[config.mk]
export PLATFORM = sky130hd
export DESIGN_NAME = req_fifo
export DESIGN_NICKNAME = d
export VERILOG_FILES = /design/src/mem_pkg.sv /design/src/req_fifo.sv
export SDC_FILE = /design/constraint.sdc
export NUM_CORES = 1
export LEC_CHECK = 0
export BUFFER_PORTS_ARGS = -buffer_cell sky130_fd_sc_hd__buf_2
export CAP_MARGIN = 30
export CORE_MARGIN = 1
export CORE_UTILIZATION = 55
export DETAILED_ROUTE_END_ITERATION = 16
export GPL_TIMING_DRIVEN = 0
export PLACE_DENSITY = 0.77
export SLEW_MARGIN = 20
export SYNTH_ARGS = -nofsm -noshare
export SYNTH_HDL_FRONTEND = slang
export SYNTH_SLANG_ARGS = --single-unit
[constraint.sdc]
create_clock -name clk -period 5.35 [get_ports clk]
set_clock_uncertainty 0.15 [all_clocks]
set_input_delay 0.535 -clock clk [delete_from_list [all_inputs] [get_ports clk]]
set_output_delay 0.535 -clock clk [all_outputs]
set_load 0.01 [all_outputs]
[src/mem_pkg.sv]
`default_nettype none

package mem_pkg;

    localparam int MEM_WORDS   = 1024; // 32-bit words in the array
    localparam int ADDR_W      = 10;
    localparam int LINE_WORDS  = 4;
    localparam int FIFO_DEPTH  = 4;    // also the credit count after reset
    localparam int CREDIT_W    = 3;
    localparam int READ_DELAY  = 10;
    localparam int WRITE_DELAY = 10;

    typedef enum logic {
        OP_READ,
        OP_WRITE
    } mem_op_e;

    // addr is a word address, only the low ADDR_W bits reach the array
    typedef struct packed {
        mem_op_e     op;
        logic [31:0] addr;
        logic [31:0] wdata;
    } mem_req_t;

    // word 0 sits in the low lanes and holds the lowest address of the line
    typedef union packed {
        logic [LINE_WORDS*32-1:0]       vec;
        logic [LINE_WORDS-1:0][31:0]    words;
    } mem_line_u;

    typedef struct packed {
        logic      valid;
        mem_line_u line;
    } mem_rsp_t;

endpackage

`default_nettype wire

[src/req_fifo.sv]
`timescale 1ns/10ps
`default_nettype none

module req_fifo
    import mem_pkg::*;
(
    input  wire logic     clk,
    input  wire logic     rst,

    input  wire logic     push,
    input  wire mem_req_t push_req,

    output logic          head_valid,
    output mem_req_t      head_req,
    input  wire logic     pop,

    output logic          credit
);

    mem_req_t entries [FIFO_DEPTH];

    logic [$clog2(FIFO_DEPTH)-1:0] wr_ptr;
    logic [$clog2(FIFO_DEPTH)-1:0] rd_ptr;
    logic [CREDIT_W-1:0]           count;
    logic                          full;

    assign full       = (count == CREDIT_W'(FIFO_DEPTH));
    assign head_valid = (count != '0);
    assign head_req   = entries[rd_ptr]; // oldest entry, valid only with head_valid

    // every entry handed on frees one slot, so the issuer may spend it again
    assign credit = pop;

    always_ff @(posedge clk) begin
        if (push) begin
            entries[wr_ptr] <= push_req;
        end
    end

    // pointers wrap on their own since the depth is a power of two
    always_ff @(posedge clk or negedge rst) begin
        if (!rst) begin
            wr_ptr <= '0;
            rd_ptr <= '0;
        end else begin
            if (push) begin
                wr_ptr <= wr_ptr + 1'b1;
            end
            if (pop) begin
                rd_ptr <= rd_ptr + 1'b1;
            end
        end
    end

    always_ff @(posedge clk or negedge rst) begin
        if (!rst) begin
            count <= '0;
        end else begin
            case ({push, pop})
                2'b10:   count <= count + 1'b1;
                2'b01:   count <= count - 1'b1;
                default: count <= count;
            endcase
        end
    end

    // the issuer only pushes with a credit in hand, so a full queue never sees a push
    assert property (@(posedge clk) disable iff (!rst)
        full |-> !push)
        else $error("push into a full request queue");

    assert property (@(posedge clk) disable iff (!rst)
        !head_valid |-> !pop)
        else $error("pop from an empty request queue");

endmodule

`default_nettype wire

==> impl_metrics.env <==
export IMPL_status="finished, final reports clean"
export IMPL_fin_crit_sh=0.5004
export IMPL_placed_cells=740
export IMPL_tritoncts="done"
export IMPL_yosysUniqueCellTypes=19
export IMPL_crit_required_ns=4.66
export IMPL_cts_sinks=267
export IMPL_ys_warn_count=0
export IMPL_fin_ws_ns=2.673
export IMPL_post_dp_hpwl_um=10440
export IMPL_clock_latency_ns=0.51
export IMPL_switchingPower_mw=1.771
export IMPL_syn_to_final_growth_pct=19.58
export IMPL_p_int_mw=4.715
export IMPL_pwr_share_seq=0.436
export IMPL_ioPinCount=136
export IMPL_place_ws_ns=3.180
export IMPL_synth_compound_area_frac=0.0005099
export IMPL_synthAdderAreaFrac=0.008413
export IMPL_yosys_area_share_xor_xnor=0.005354
export IMPL_ant_nets=0
export IMPL_startpoint="rd_ptr[1]$_DFFE_PN0P_"
export IMPL_finalSetupViolations=0
export IMPL_syn_inst=376
export IMPL_wl_per_cell_um=21.00
export IMPL_peakVddDrop_uv=330.5
export IMPL_track_usage=0.1870
export IMPL_synth_top_cell_by_area="edfxtp_1"
export IMPL_die_w_um=135.6
export IMPL_ys_top_cells_by_count="edfxtp_1 (260), mux4_2 (65), dfrtp_1 (7)"
export IMPL_synth_top_area_frac=0.7954
export IMPL_layout_nets=619
export IMPL_final_max_slew_viol_count=0
export IMPL_synth_most_common_cell="edfxtp_1"
export IMPL_drc_errors=0
export IMPL_cp_start_kind="flop"
export IMPL_cts_setup_buffers=0
export IMPL_finalHoldViolations=0
export IMPL_rsz0062_at_grt="no"
export IMPL_syn_area_per_cell_um2=26.11
export IMPL_die_area_um2=18380
export IMPL_maxCapViolCount=0
export IMPL_synth_seq_cells=267
export IMPL_drt_total_wl_um=16550
export IMPL_synthTopCellsByArea="edfxtp_1 (80%), mux4_2 (15%), dfrtp_1 (1.8%)"
export IMPL_slew_headroom=0.5542
export IMPL_post_route_min_period_ns=2.677
export IMPL_synth_edf_count=260
export IMPL_overflow=0
export IMPL_syn_area_um2=9816
export IMPL_synth_top_family_by_area="multiplexers"
export IMPL_fin_hold_ws_ns=0.09106
export IMPL_reg2reg_from="wr_ptr[1]$_DFFE_PN0P_"
export IMPL_grt_max_degree=46
export IMPL_design_area_um2=11740
export IMPL_hp_class="in -> reg"
export IMPL_dr_pass1_iters=4
export IMPL_synth_mux_area_frac=0.1502
export IMPL_diodes=0
export IMPL_dpl_cell_area_um2=10890
export IMPL_grt_first_pass_wirelength_um=25500
export IMPL_pwr_share_comb=0.293
export IMPL_synth_net_count=451
export IMPL_power_frac_clock=0.271
export IMPL_cp_end_kind="output pin"
export IMPL_yosys_area_share_simple=0.004334
export IMPL_grt_pass1_vias=4645
export IMPL_arrival_ns=1.99
export IMPL_maxClockFrequency_mhz=373.6
export IMPL_cts_resized=0
export IMPL_antenna_found_initial=0
export IMPL_vias_per_cell=5.476
export IMPL_synthArstFlopShare=0.02622
export IMPL_hold_path_startpoint="push_req[51]"
export IMPL_core_area_um2=17360
export IMPL_path_clk_slew_ns=0.06
export IMPL_fin_util=0.6763
export IMPL_crit_type="reg -> out"
export IMPL_synth_flop_cell="edfxtp_1"
export IMPL_vias=4315
export IMPL_swShare=0.2730
export IMPL_ctsHtreeMaxLevel=1
export IMPL_gp_congestion=0.6785
export IMPL_start_util=0.5655
export IMPL_die_h_um=135.6
export IMPL_numCtsBuffers=26
export IMPL_max_slew_worst_pin_slew_ns=0.6687
export IMPL_clockBufferDepth=3
export IMPL_drive_gt1_frac=0.4547
export IMPL_p_leak_nw=4.087
export IMPL_num_rows=48
export IMPL_seq_area_frac_synth=0.8133
export IMPL_cts_root_buf="clkbuf_16"
export IMPL_power_total_mw=6.485
export IMPL_fin_cells=788
export IMPL_critPathMaxFanout=10
export IMPL_power_density_nw_per_um2=552.5
export IMPL_port_buffers=135
export IMPL_drt_initial_drc_count=203
export IMPL_finalSetupTns_ns=0
## sequential cells by signal, summed over array words and instances, names as in the netlist
register  count
wr_ptr        2
entries     260
rd_ptr        2
count         3
## cells in the final DEF, fill, tap and decap left out, drive strengths merged
master	count
fa	1
ha	5
xnor2	2
clkinv	11
mux4	65
clkbuf	35
or3	1
dlygate4sd3	1
o21ai	1
dfrtp	7
and2	4
inv	6
xor2	4
buf	153
edfxtp	260
nand2	2
bufinv	3
nor2	1
mux2i	1
## critical path, stage by stage (launching register included)
cell and delay, ns:
dfrtp_1 0.36, buf_2 0.28, buf_2 0.33, mux4_2 0.35
buf_2 0.17
## what timing repair did
item,in CTS,in global routing
endpoints found under the hold margin,7,0
hold buffers,1,0
setup endpoints to repair,0,0
## area by class of cell
| cell class | count | area (um2) |
|---|---|---|
| buffer | 16 | 153.9 |
| clock buffer | 33 | 698.2 |
| clock inverter | 14 | 136.4 |
| fill | 1080 | 5619 |
| inverter | 6 | 22.52 |
| multi-input combinational | 87 | 1667 |
| sequential | 267 | 7983 |
| tap | 225 | 281.5 |
| timing repair buffer | 140 | 795.8 |
## power groups by stage
stage	sequential, mW	combinational, mW	clock [mW]
2_1_floorplan	2.86	1.26	0
5_1_grt	2.86	2.06	1.87
4_1_cts	2.83	1.96	1.80
6_report	2.83	1.90	1.76
3_3_place_gp	2.89	1.86	0
3_5_place_dp	2.87	1.95	0
## cell families (layout without fill, tap and decap cells)
kind of cell	count (synthesis)	in the layout
XOR/XNOR	6	6
multiplexers	66	66
flip-flops	267	267
AO/OA/AOI/OAI	1	1
AND/OR/NAND/NOR	8	8
adder cells (fa/ha/maj)	6	6
buffers and inverters	22	209
## layer usage
metal,wire [um],track usage,vias to the layer above
met5,0,0,-
met4,395,0.05743,0
met3,824,0.03330,26
met2,8735,0.3245,124
met1,6591,0.2414,2227
li1,-,-,1938
## path summary, 6_finish.rpt
kind                                            end  slack, ns  depth (start not counted)
hold reg to reg                count[2]$_DFFE_PN0P_       0.32                          1
min in group asynchronous     rd_ptr[1]$_DFFE_PN0P_       0.25                          2
setup / recovery                       head_req[23]       2.67                          4
max in group asynchronous     wr_ptr[0]$_DFFE_PN0P_       4.63                          2
hold / removal             entries[0][51]$_DFFE_PP_       0.09                          1
setup reg to reg            entries[1][4]$_DFFE_PP_       3.45                          4
No activity file was read; power rests on OpenSTA's default activity.
