File: config.mk
export PLATFORM = sky130hd
export DESIGN_NAME = req_issuer
export DESIGN_NICKNAME = d
export VERILOG_FILES = /design/src/mem_pkg.sv /design/src/req_issuer.sv
export SDC_FILE = /design/constraint.sdc
export NUM_CORES = 1
export LEC_CHECK = 0
export BUFFER_PORTS_ARGS = -buffer_cell sky130_fd_sc_hd__clkbuf_2
export CAP_MARGIN = 0
export CELL_PAD_IN_SITES_DETAIL_PLACEMENT = 1
export CELL_PAD_IN_SITES_GLOBAL_PLACEMENT = 1
export CORE_AREA = 2 2 82 84
export CTS_BUF_LIST = sky130_fd_sc_hd__clkbuf_4
export CTS_CLUSTER_DIAMETER = 120
export DETAILED_ROUTE_END_ITERATION = 7
export DIE_AREA = 0 0 84 86
export GPL_ROUTABILITY_DRIVEN = 0
export GPL_TIMING_DRIVEN = 0
export PLACE_DENSITY_LB_ADDON = 0.3
export SYNTH_ARGS = -nofsm -noshare
export SYNTH_HDL_FRONTEND = slang
export SYNTH_SLANG_ARGS = --single-unit
File: constraint.sdc
create_clock -name clk -period 2.9 [get_ports clk]
set_input_delay 0.435 -clock clk [delete_from_list [all_inputs] [get_ports clk]]
set_output_delay 0.435 -clock clk [all_outputs]
set_load 0.02 [all_outputs]
File: src/mem_pkg.sv
`default_nettype none

package mem_pkg;

    localparam int MEM_WORDS   = 1024; // 32-bit words in the array
    localparam int ADDR_W      = 10;
    localparam int LINE_WORDS  = 4;
    localparam int FIFO_DEPTH  = 4;    // also the credit count after reset
    localparam int CREDIT_W    = 3;
    localparam int READ_DELAY  = 10;
    localparam int WRITE_DELAY = 10;

    typedef enum logic {
        OP_READ,
        OP_WRITE
    } mem_op_e;

    // addr is a word address, only the low ADDR_W bits reach the array
    typedef struct packed {
        mem_op_e     op;
        logic [31:0] addr;
        logic [31:0] wdata;
    } mem_req_t;

    // word 0 sits in the low lanes and holds the lowest address of the line
    typedef union packed {
        logic [LINE_WORDS*32-1:0]       vec;
        logic [LINE_WORDS-1:0][31:0]    words;
    } mem_line_u;

    typedef struct packed {
        logic      valid;
        mem_line_u line;
    } mem_rsp_t;

endpackage

`default_nettype wire

File: src/req_issuer.sv
`timescale 1ns/10ps
`default_nettype none

module req_issuer
    import mem_pkg::*;
(
    input  wire logic     clk,
    input  wire logic     rst,

    input  wire logic     cpu_valid,
    input  wire mem_req_t cpu_req,
    output logic          cpu_ready,

    input  wire logic     credit,
    output logic          push,
    output mem_req_t      push_req
);

    logic [CREDIT_W-1:0] credits;
    logic [CREDIT_W-1:0] credits_next;
    logic                accept;

    // one free slot in the queue is enough to take a command
    assign cpu_ready = (credits != '0);
    assign accept    = cpu_valid && cpu_ready;

    always_comb begin
        credits_next = credits;
        case ({credit, accept})
            2'b10:   credits_next = credits + 1'b1;
            2'b01:   credits_next = credits - 1'b1;
            default: credits_next = credits; // both or neither cancel out
        endcase
    end

    always_ff @(posedge clk or negedge rst) begin
        if (!rst) begin
            credits <= CREDIT_W'(FIFO_DEPTH);
            push    <= 1'b0;
        end else begin
            credits <= credits_next;
            push    <= accept;
        end
    end

    always_ff @(posedge clk) begin
        if (accept) begin
            push_req <= cpu_req; // held for the push cycle only
        end
    end

    // a credit coming back while all are home means the queue lost track of an entry
    assert property (@(posedge clk) disable iff (!rst)
        credits <= CREDIT_W'(FIFO_DEPTH))
        else $error("credit count above queue depth");

    assert property (@(posedge clk) disable iff (!rst)
        (credits == CREDIT_W'(FIFO_DEPTH)) |-> !credit)
        else $error("credit returned with no command outstanding");

endmodule

`default_nettype wire

==> flow_metrics.tcl, run 1 <==
set metrics [dict create \
    post-synth-top-count-cell "edfxtp_1" \
    worst_pin_slew_ns 0.841 \
    p_sw_share_pct 30.3 \
    wire_per_inst_um 15.1 \
    gr-usage-met3_pct 5.20 \
    synth.avg_cell_area_um2 26.0 \
    cts_hold_buffers 1 \
    synth.top_cells.by_area "edfxtp_1 (90%), dfrtp_1 (3.5%), dfstp_2 (1.2%)" \
    synth.distinct_cells 13 \
    finalHoldViolCount 0 \
    finalCriticalPeriod_ns 2.64 \
    multi_input_area_um2 91.3 \
    tritoncts "yes" \
    outcome "complete, no violations" \
    grt_first_pass_wirelength_mm 6.87 \
    regArea_um2 2050 \
    fill_cells 662 \
    crit_top_cell "xor2_1" \
    drt-initial-drc-count 70 \
    grt.met2_usage_pct 21.9 \
    grt_max_degree 68 \
    synth-edff-count 65 \
    cp_data_arrival_time_ns 2.95 \
    met1_usage_pct 14.1 \
    grt_pass1_vias 1400 \
    power.density_nw_per_um2 826 \
    drc 0 \
    io_pins 136 \
    n_antenna_cell 0 \
    netlist_top_cells_count "edfxtp_1 (65), inv_1 (4), dfrtp_1 (3)" \
    crit_start "credits[2]" \
    dp_hpwl_mm 3.55 \
    post-route-period-util_pct 90.9 \
    post_cts_buffers 0 \
    synth_warnings 0 \
    r2r-end "credits[2]" \
    port_buffers 135 \
    wirelength_mm 4.70 \
    drive_gt1_share_pct 65.0 \
    critPathKind "flip-flop to flip-flop" \
    crit_path_end "credits[2]" \
    die_area_um2 7220 \
    finalSetupViolCount 0 \
    rr_startpoint "credits[2]" \
    clk_latency_ns 0.38 \
    cp_top_family "simple AND/OR/NAND/NOR gates" \
    critPathLaunchType "flip-flop" \
    ant_nets 0 \
    crit_path_max_incr_delay_ns 0.69 \
    cts_buffer_depth 2 \
    clk_pin_slew_ns 0.11 \
    drtPass1Iterations 4 \
    min_from "cpu_req[45]" \
    postCtsResizedCells 0 \
    rsz0062_at_grt "no" \
    drv_cap 0 \
    cp_max_fo 67 \
    p_int_mw 1.77 \
    ys_async_sr_fraction_pct 5.80 \
    clock_sinks 69 \
    p_sw_mw 0.769 \
    cp_slowest_cell "and2_4" \
    syn_area_um2 2160 \
    seqPwrFrac_pct 54.6 \
    cts-buffers-inserted 9 \
    synth.largest_area_cell "edfxtp_1" \
    syn-num-nets 154 \
    holdWs_ns 0.215 \
    htree_levels 3 \
    area_delta_synth_final_pct 42.1 \
    p_leak_nw 1.37 \
    coreArea_um2 6280 \
    tns_ns 0 \
    critPathCaptureType "flip-flop" \
    cp.depth 8 \
    holdPathStages 1 \
    hold_class "primary input to flip-flop" \
    netlist_instances 83 \
    pwr-share-comb_pct 22.4 \
    cp_cell_sequence "or3_4, and2_4, ha_1, inv_1, fa_1, xor2_1, nor2_1, xor2_1" \
    worst-path-buf-inv 1 \
    track_usage_pct 13.0 \
    root_buffer "clkbuf_4" \
    yosysSeqAreaShare_pct 95.1 \
    grt_most_used_layer "met2" \
    floorplan.initialDensity_pct 34.4 \
    synth_top_area_share_pct 90.4 \
    r2r_slack_ns 0.26 \
    antenna_found_initial 0 \
    synth_seq_cells 69 \
    slew_violations 0 \
    clkPwrFrac_pct 23.0 \
    grt-ovfl-total 0 \
    die_w_um 84 \
    vias 1337 \
    synthFlopType "edfxtp_1" \
    max_freq_mhz 379 \
    fin_nets 301 \
    rr_worst_depth 8 \
    peakVddDrop_v 0.000592 \
    viasPerCell 4.30 \
    max_slew_margin_pct 44.0 \
    fp.dieH_um 86 \
    rows 29 \
    cp.required_ns 3.22 \
    fin_worst_skew_ns 0.00677 \
]
-- worst reg2reg max path, stage by stage, from the launching register on --
cell,delay (ns)
dfstp_2,0.56
or3_4,0.12
and2_4,0.69
ha_1,0.33
inv_1,0.06
fa_1,0.38
xor2_1,0.15
nor2_1,0.11
xor2_1,0.17
-- registers in the layout (all words and copies together) (netlist names) --
signal / flops
credits: 3
push_req: 65
push: 1
-- worst min path at each step --
stage                         to
floorplan             credits[0]
global route        push_req[58]
CTS                 push_req[37]
global placement            push
finish              push_req[45]
detailed placement          push
-- cells in the final DEF, fill, tap and decap left out --
cell type      synthesis  layout
clkbuf_2               0     135
edfxtp_1              65      65
clkbuf_4               0      10
inv_1                  4       4
dfrtp_1                3       3
xor2_1                 2       2
clkinv_2               0       2
or3_4                  1       1
and2_4                 1       1
nand2_1                1       1
o21ai_0                1       1
xnor2_1                1       1
nor2_1                 1       1
fa_1                   1       1
ha_1                   1       1
clkinv_4               0       1
bufinv_16              0       1
clkinv_1               0       1
dfstp_2                1       1
dlygate4sd3_1          0       1
-- cell families after synthesis --
group	synth area share (%)
compound gates	0.232
xor+xnor	1.22
fa+ha+maj	1.51
buf+inv	0.695
flops	95.1
simple gates	1.27
-- metal layers --
metal | up-vias | share of wire [%]
met5 | - | 0
met4 | 0 | 1.7
met3 | 9 | 11
met2 | 91 | 50
met1 | 622 | 38
li1 | 615 | -
-- stage by stage --
| step | area (µm²) | setup slack [ns] | power [mW] | std cells | utilization, % |
|---|---|---|---|---|---|
| after floorplan | 2160 | 0.488 | 1.75 | 83 | - |
| after global placement | 2930 | 0.311 | 1.97 | 295 | 46.7 |
| after detailed placement | 2930 | 0.218 | 1.99 | 295 | 46.7 |
| after CTS | 3070 | 0.188 | 2.58 | 311 | 48.9 |
| after global routing | 3070 | 0.0737 | 2.67 | 311 | 48.9 |
| final | 3070 | 0.264 | 2.54 | 311 | 48.9 |
-- layout make-up --
class	instances	share of cell area, %
Clock inverter	5	1.71
Multi-Input combinational cell	10	2.98
Tap cell	77	3.14
Clock buffer	10	2.45
Sequential cell	69	66.9
Inverter	4	0.489
Timing Repair Buffer	136	22.3
-- power by group through the flow --
stage	combinational (mW)	sequential, mW	clock (mW)
floorplan	0.150	1.60	0
global placement	0.567	1.40	0
detailed placement	0.579	1.41	0
CTS	0.583	1.39	0.604
global route	0.617	1.40	0.652
finish	0.568	1.39	0.582
(Power assumes the default switching activity.)
==> inputs of run 2 (changes only) <==
BUFFER_PORTS_ARGS = -buffer_cell sky130_fd_sc_hd__buf_2   (was -buffer_cell sky130_fd_sc_hd__clkbuf_2)
==> run 2 against run 1 <==
Against the previous run: combinational power grew 1%; fmax is 1.2% higher; clock-buffer cell count grew 2; power grew 1.2%; sequential power is essentially flat; utilization rose by 0.18 points; highest routed layer unchanged.
==> flow_metrics.tcl, run 2 (synthesized netlist as in run 1, its figures left out) <==
set metrics [dict create \
    outcome "complete, no violations" \
    layoutNonFillerInstCount 312 \
    power_mw 2.57 \
    io_pins 136 \
    antenna_found_initial 0 \
    regArea_um2 2050 \
    wirelength_mm 4.74 \
    grt_first_pass_wirelength_mm 7.09 \
    clk_latency_ns 0.39 \
    critPathLaunchType "flip-flop" \
    post_cts_buffers 0 \
    drtPass1Iterations 4 \
    port_buffers 135 \
    drv_cap 0 \
    viasPerCell 4.32 \
    track_usage_pct 13.4 \
    min_from "cpu_req[36]" \
    cp_cell_sequence "or3_4, and2_4, ha_1, inv_1, fa_1, xor2_1, nor2_1, xor2_1" \
    met3WireLength_um 445 \
    die_area_um2 7220 \
    hold_class "primary input to flip-flop" \
    cts-buffers-inserted 9 \
    finalCriticalPeriod_ns 2.60 \
    worst-path-buf-inv 1 \
    critPathKind "flip-flop to flip-flop" \
    rr_startpoint "credits[2]" \
    finalHoldViolCount 0 \
    root_buffer "clkbuf_4" \
    fill_cells 660 \
    tns_ns 0 \
    cp.required_ns 3.22 \
    rr_worst_depth 8 \
    power.density_nw_per_um2 833 \
    placed_cells 295 \
    grt-ovfl-total 0 \
    fin_worst_skew_ns 0.00969 \
    cp_data_arrival_time_ns 2.92 \
    cp_top_family "simple AND/OR/NAND/NOR gates" \
    dp_hpwl_mm 3.57 \
    vias 1348 \
    fin_nets 301 \
    area_delta_synth_final_pct 42.6 \
    rsz0062_at_grt "no" \
    n_antenna_cell 0 \
    largest_reg_flops 65 \
    clock_sinks 69 \
    slew_violations 0 \
    fin_util_pct 49.1 \
    grt_max_degree 68 \
    drc 0 \
    holdWs_ns 0.207 \
    post-route-period-util_pct 89.8 \
    floorplan.initialDensity_pct 34.4 \
    crit_top_cell "xor2_1" \
    cts_buffer_depth 2 \
    grt_pass1_vias 1411 \
    ant_nets 0 \
    rows 29 \
    r2r-end "credits[2]" \
    fp.dieH_um 86 \
    drive_gt1_share_pct 65.5 \
    worst_pin_slew_ns 0.858 \
    crit_start "credits[2]" \
    holdPathEnd "push_req[36]" \
    die_w_um 84 \
    place_ws_ns 0.261 \
    crit_path_max_incr_delay_ns 0.67 \
    routed-wl-met2_mm 2.41 \
    wire_per_inst_um 15.2 \
    reg_top3 "push_req: 65 flops, credits: 3 flops, push: 1 flops" \
    critPathCaptureType "flip-flop" \
    final_common_cell "buf_2" \
    coreArea_um2 6280 \
    final_cell_mix "buf_2 (135), edfxtp_1 (65), clkbuf_4 (12), inv_1 (4), dfrtp_1 (3)" \
    p_leak_nw 1.35 \
    holdPathStages 1 \
    cp_slowest_cell "and2_4" \
    cp_max_fo 67 \
    layout_setup_ws_ns 0.297 \
    htree_levels 3 \
    placed_area_um2 2930 \
    peakVddDrop_v 0.000620 \
    max_slew_margin_pct 42.8 \
    max_freq_mhz 384 \
    clk_pin_slew_ns 0.11 \
    tritoncts "yes" \
    dr.max_layer_used "met4" \
    design_area_um2 3080 \
    multi_input_area_um2 91.3 \
    wl_met1_mm 1.79 \
    r2r_slack_ns 0.30 \
    drt-initial-drc-count 78 \
    finalSetupViolCount 0 \
    regMostFlops "push_req" \
]
## run 2: layout make-up
class | instances | share of cell area (%)
Sequential cell | 69 | 66.7
Timing Repair Buffer | 136 | 22.3
Tap cell | 77 | 3.13
Multi-Input combinational cell | 10 | 2.97
Clock buffer | 12 | 2.92
Clock inverter | 4 | 1.58
Inverter | 4 | 0.487
## run 2: power breakdown
part | switching (mW) | internal, mW
clock network | 0.321 | 0.292
logic | 0.395 | 0.180
registers | 0.0516 | 1.33
total | 0.767 | 1.80
## run 2: how the worst max path moves through the flow
stage / end / slack [ns] / depth (start not counted)
floorplan: credits[2] / 0.49 / 8
global placement: credits[2] / 0.31 / 8
detailed placement: credits[2] / 0.26 / 8
CTS: credits[2] / 0.22 / 8
global route: credits[2] / 0.08 / 8
finish: credits[2] / 0.30 / 8
## run 2: repair_timing
item | CTS | global route
endpoints found under the setup margin | 0 | 0
endpoints found under the hold margin | 4 | 0
hold buffers | 1 | 0
resized for setup | 0 | 0
## run 2: routing by layer
metal | vias up | GRT usage [%]
li1 | 617 | -
met1 | 630 | 15.2
met2 | 91 | 22.4
met3 | 10 | 4.81
met4 | 0 | 7.04
met5 | - | 0
==> inputs of run 3 (changes only) <==
ABC_AREA = 0   (was default)
GPL_TIMING_DRIVEN = default   (was 0)
==> run 3 against run 2 <==
Against the previous run: worst hold slack worse by 0.0056 ns; die area unchanged; final cell count up 0.32%; register-to-register slack better by 0.71 ns; clock-buffer cell count down 3; fmax up 38%; critical path type unchanged; cell area up 0.81%; setup slack better by 0.71 ns; non-clock buffer count up 1; first-iteration DRC count down 31%; utilization up 0.40 points.
==> flow_metrics.tcl, run 3 (synthesized netlist as in run 1, its figures left out) <==
set metrics [dict create \
    outcome "complete, no violations" \
    max_freq_mhz 529 \
    cts-buffers-inserted 9 \
    fin_nets 302 \
    worst_pin_slew_ns 0.816 \
    finalCriticalPeriod_ns 1.89 \
    gr-usage-met3_pct 5.87 \
    drc 0 \
    viasPerCell 4.27 \
    hold_class "primary input to flip-flop" \
    n_antenna_cell 0 \
    drt-initial-drc-count 54 \
    vias 1336 \
    placed_cells 296 \
    cp_max_fo 2 \
    grt_max_degree 67 \
    crit_top_cell "xor2_1" \
    root_buffer "clkbuf_4" \
    largest_reg_flops 65 \
    cp_slowest_cell "dfstp_2" \
    fill_cells 647 \
    multi_input_area_um2 91.3 \
    regArea_um2 2050 \
    holdPathStages 1 \
    regMostFlops "push_req" \
    cp_cell_sequence "or3_4, and2_4, ha_1, inv_1, fa_1, xor2_1, nor2_1, xor2_1" \
    die_area_um2 7220 \
    drive_gt1_share_pct 64.8 \
    clock_sinks 69 \
    cp_top_family "flip-flops" \
    final_common_cell "buf_2" \
    drv_cap 0 \
    placed_area_um2 2940 \
    rows 29 \
    fp.dieH_um 86 \
    coreArea_um2 6280 \
    post_cts_buffers 0 \
    tritoncts "yes" \
    finalHoldViolCount 0 \
    slew_violations 0 \
    area_delta_synth_final_pct 43.8 \
    clk_latency_ns 0.40 \
    floorplan.initialDensity_pct 34.4 \
    finalSetupViolCount 0 \
    crit_path_max_incr_delay_ns 0.55 \
    design_area_um2 3110 \
    wire_per_inst_um 15.4 \
    io_pins 136 \
    grt_pass1_vias 1357 \
    grt_most_used_layer "met2" \
    final_cell_mix "buf_2 (135), edfxtp_1 (65), clkbuf_4 (9), inv_1 (4), dfrtp_1 (3)" \
    grt_first_pass_wirelength_mm 7.21 \
    tns_ns 0 \
    cp.depth 8 \
    rsz0062_at_grt "no" \
    clk_pin_slew_ns 0.11 \
    post-route-period-util_pct 65.2 \
    cts_buffer_depth 2 \
    peakVddDrop_v 0.000658 \
    wirelength_mm 4.82 \
    port_buffers 135 \
    cp.required_ns 3.22 \
    rr_worst_depth 8 \
    drtPass1Iterations 4 \
    worst-path-buf-inv 1 \
    reg_top3 "push_req: 65 flops, credits: 3 flops, push: 1 flops" \
    critPathCaptureType "flip-flop" \
    fin_util_pct 49.5 \
    holdWs_ns 0.202 \
    track_usage_pct 13.9 \
    critPathLaunchType "flip-flop" \
    grt-ovfl-total 0 \
    fin_worst_skew_ns 0.00996 \
    power.density_nw_per_um2 849 \
    antenna_found_initial 0 \
    cp_data_arrival_time_ns 2.22 \
    max_slew_margin_pct 45.6 \
    dp_hpwl_mm 3.68 \
    met1_usage_pct 16.5 \
    critPathKind "flip-flop to flip-flop" \
    layoutNonFillerInstCount 313 \
    ant_nets 0 \
    p_leak_nw 1.35 \
    grt.met2_usage_pct 21.2 \
    htree_levels 3 \
    die_w_um 84 \
]
[run 3: metrics by stage]
stage	power (mW)	setup WS, ns
5_1_grt	2.77	0.875
4_1_cts	2.68	0.988
6_report	2.64	1.01
2_1_floorplan	1.75	0.488
3_3_place_gp	1.97	1.06
3_5_place_dp	2.00	1.01
[run 3: path summary, 6_finish.rpt]
path | end | start | slack [ns]
setup / recovery | credits[2] | credits[2] | 1.01
hold / removal | push_req[45] | cpu_req[45] | 0.20
setup reg to reg | credits[2] | credits[2] | 1.01
hold reg to reg | credits[0] | credits[0] | 0.52
max in group asynchronous | credits[2] | rst | 2.32
min in group asynchronous | push | rst | 0.36
[run 3: layout make-up]
cell class	instances	share of cell area, %
clock buffer	9	2.18
clock inverter	7	2.86
inverter	4	0.483
multi-input combinational	10	2.94
sequential	69	66.1
tap	77	3.10
timing repair buffer	137	22.3
[run 3: repair_timing]
| action | 4_1_cts | 5_1_grt |
|---|---|---|
| resized for setup | 0 | 0 |
| endpoints found under the setup margin | 0 | 0 |
| hold endpoints to repair | 4 | 0 |
| hold buffers | 1 | 0 |
[run 3: where the power goes]
part / internal, mW / switching, mW
combinational: 0.183 / 0.398
clock: 0.346 / 0.331
sequential: 1.33 / 0.0524
total: 1.85 / 0.782
[run 3: layer usage]
| metal | up-vias | part of all wire (%) | wire length (µm) |
|---|---|---|---|
| li1 | 613 | - | - |
| met1 | 626 | 40 | 1920 |
| met2 | 88 | 49 | 2360 |
| met3 | 9 | 9.3 | 450 |
| met4 | 0 | 1.9 | 94 |
| met5 | - | 0 | 0 |
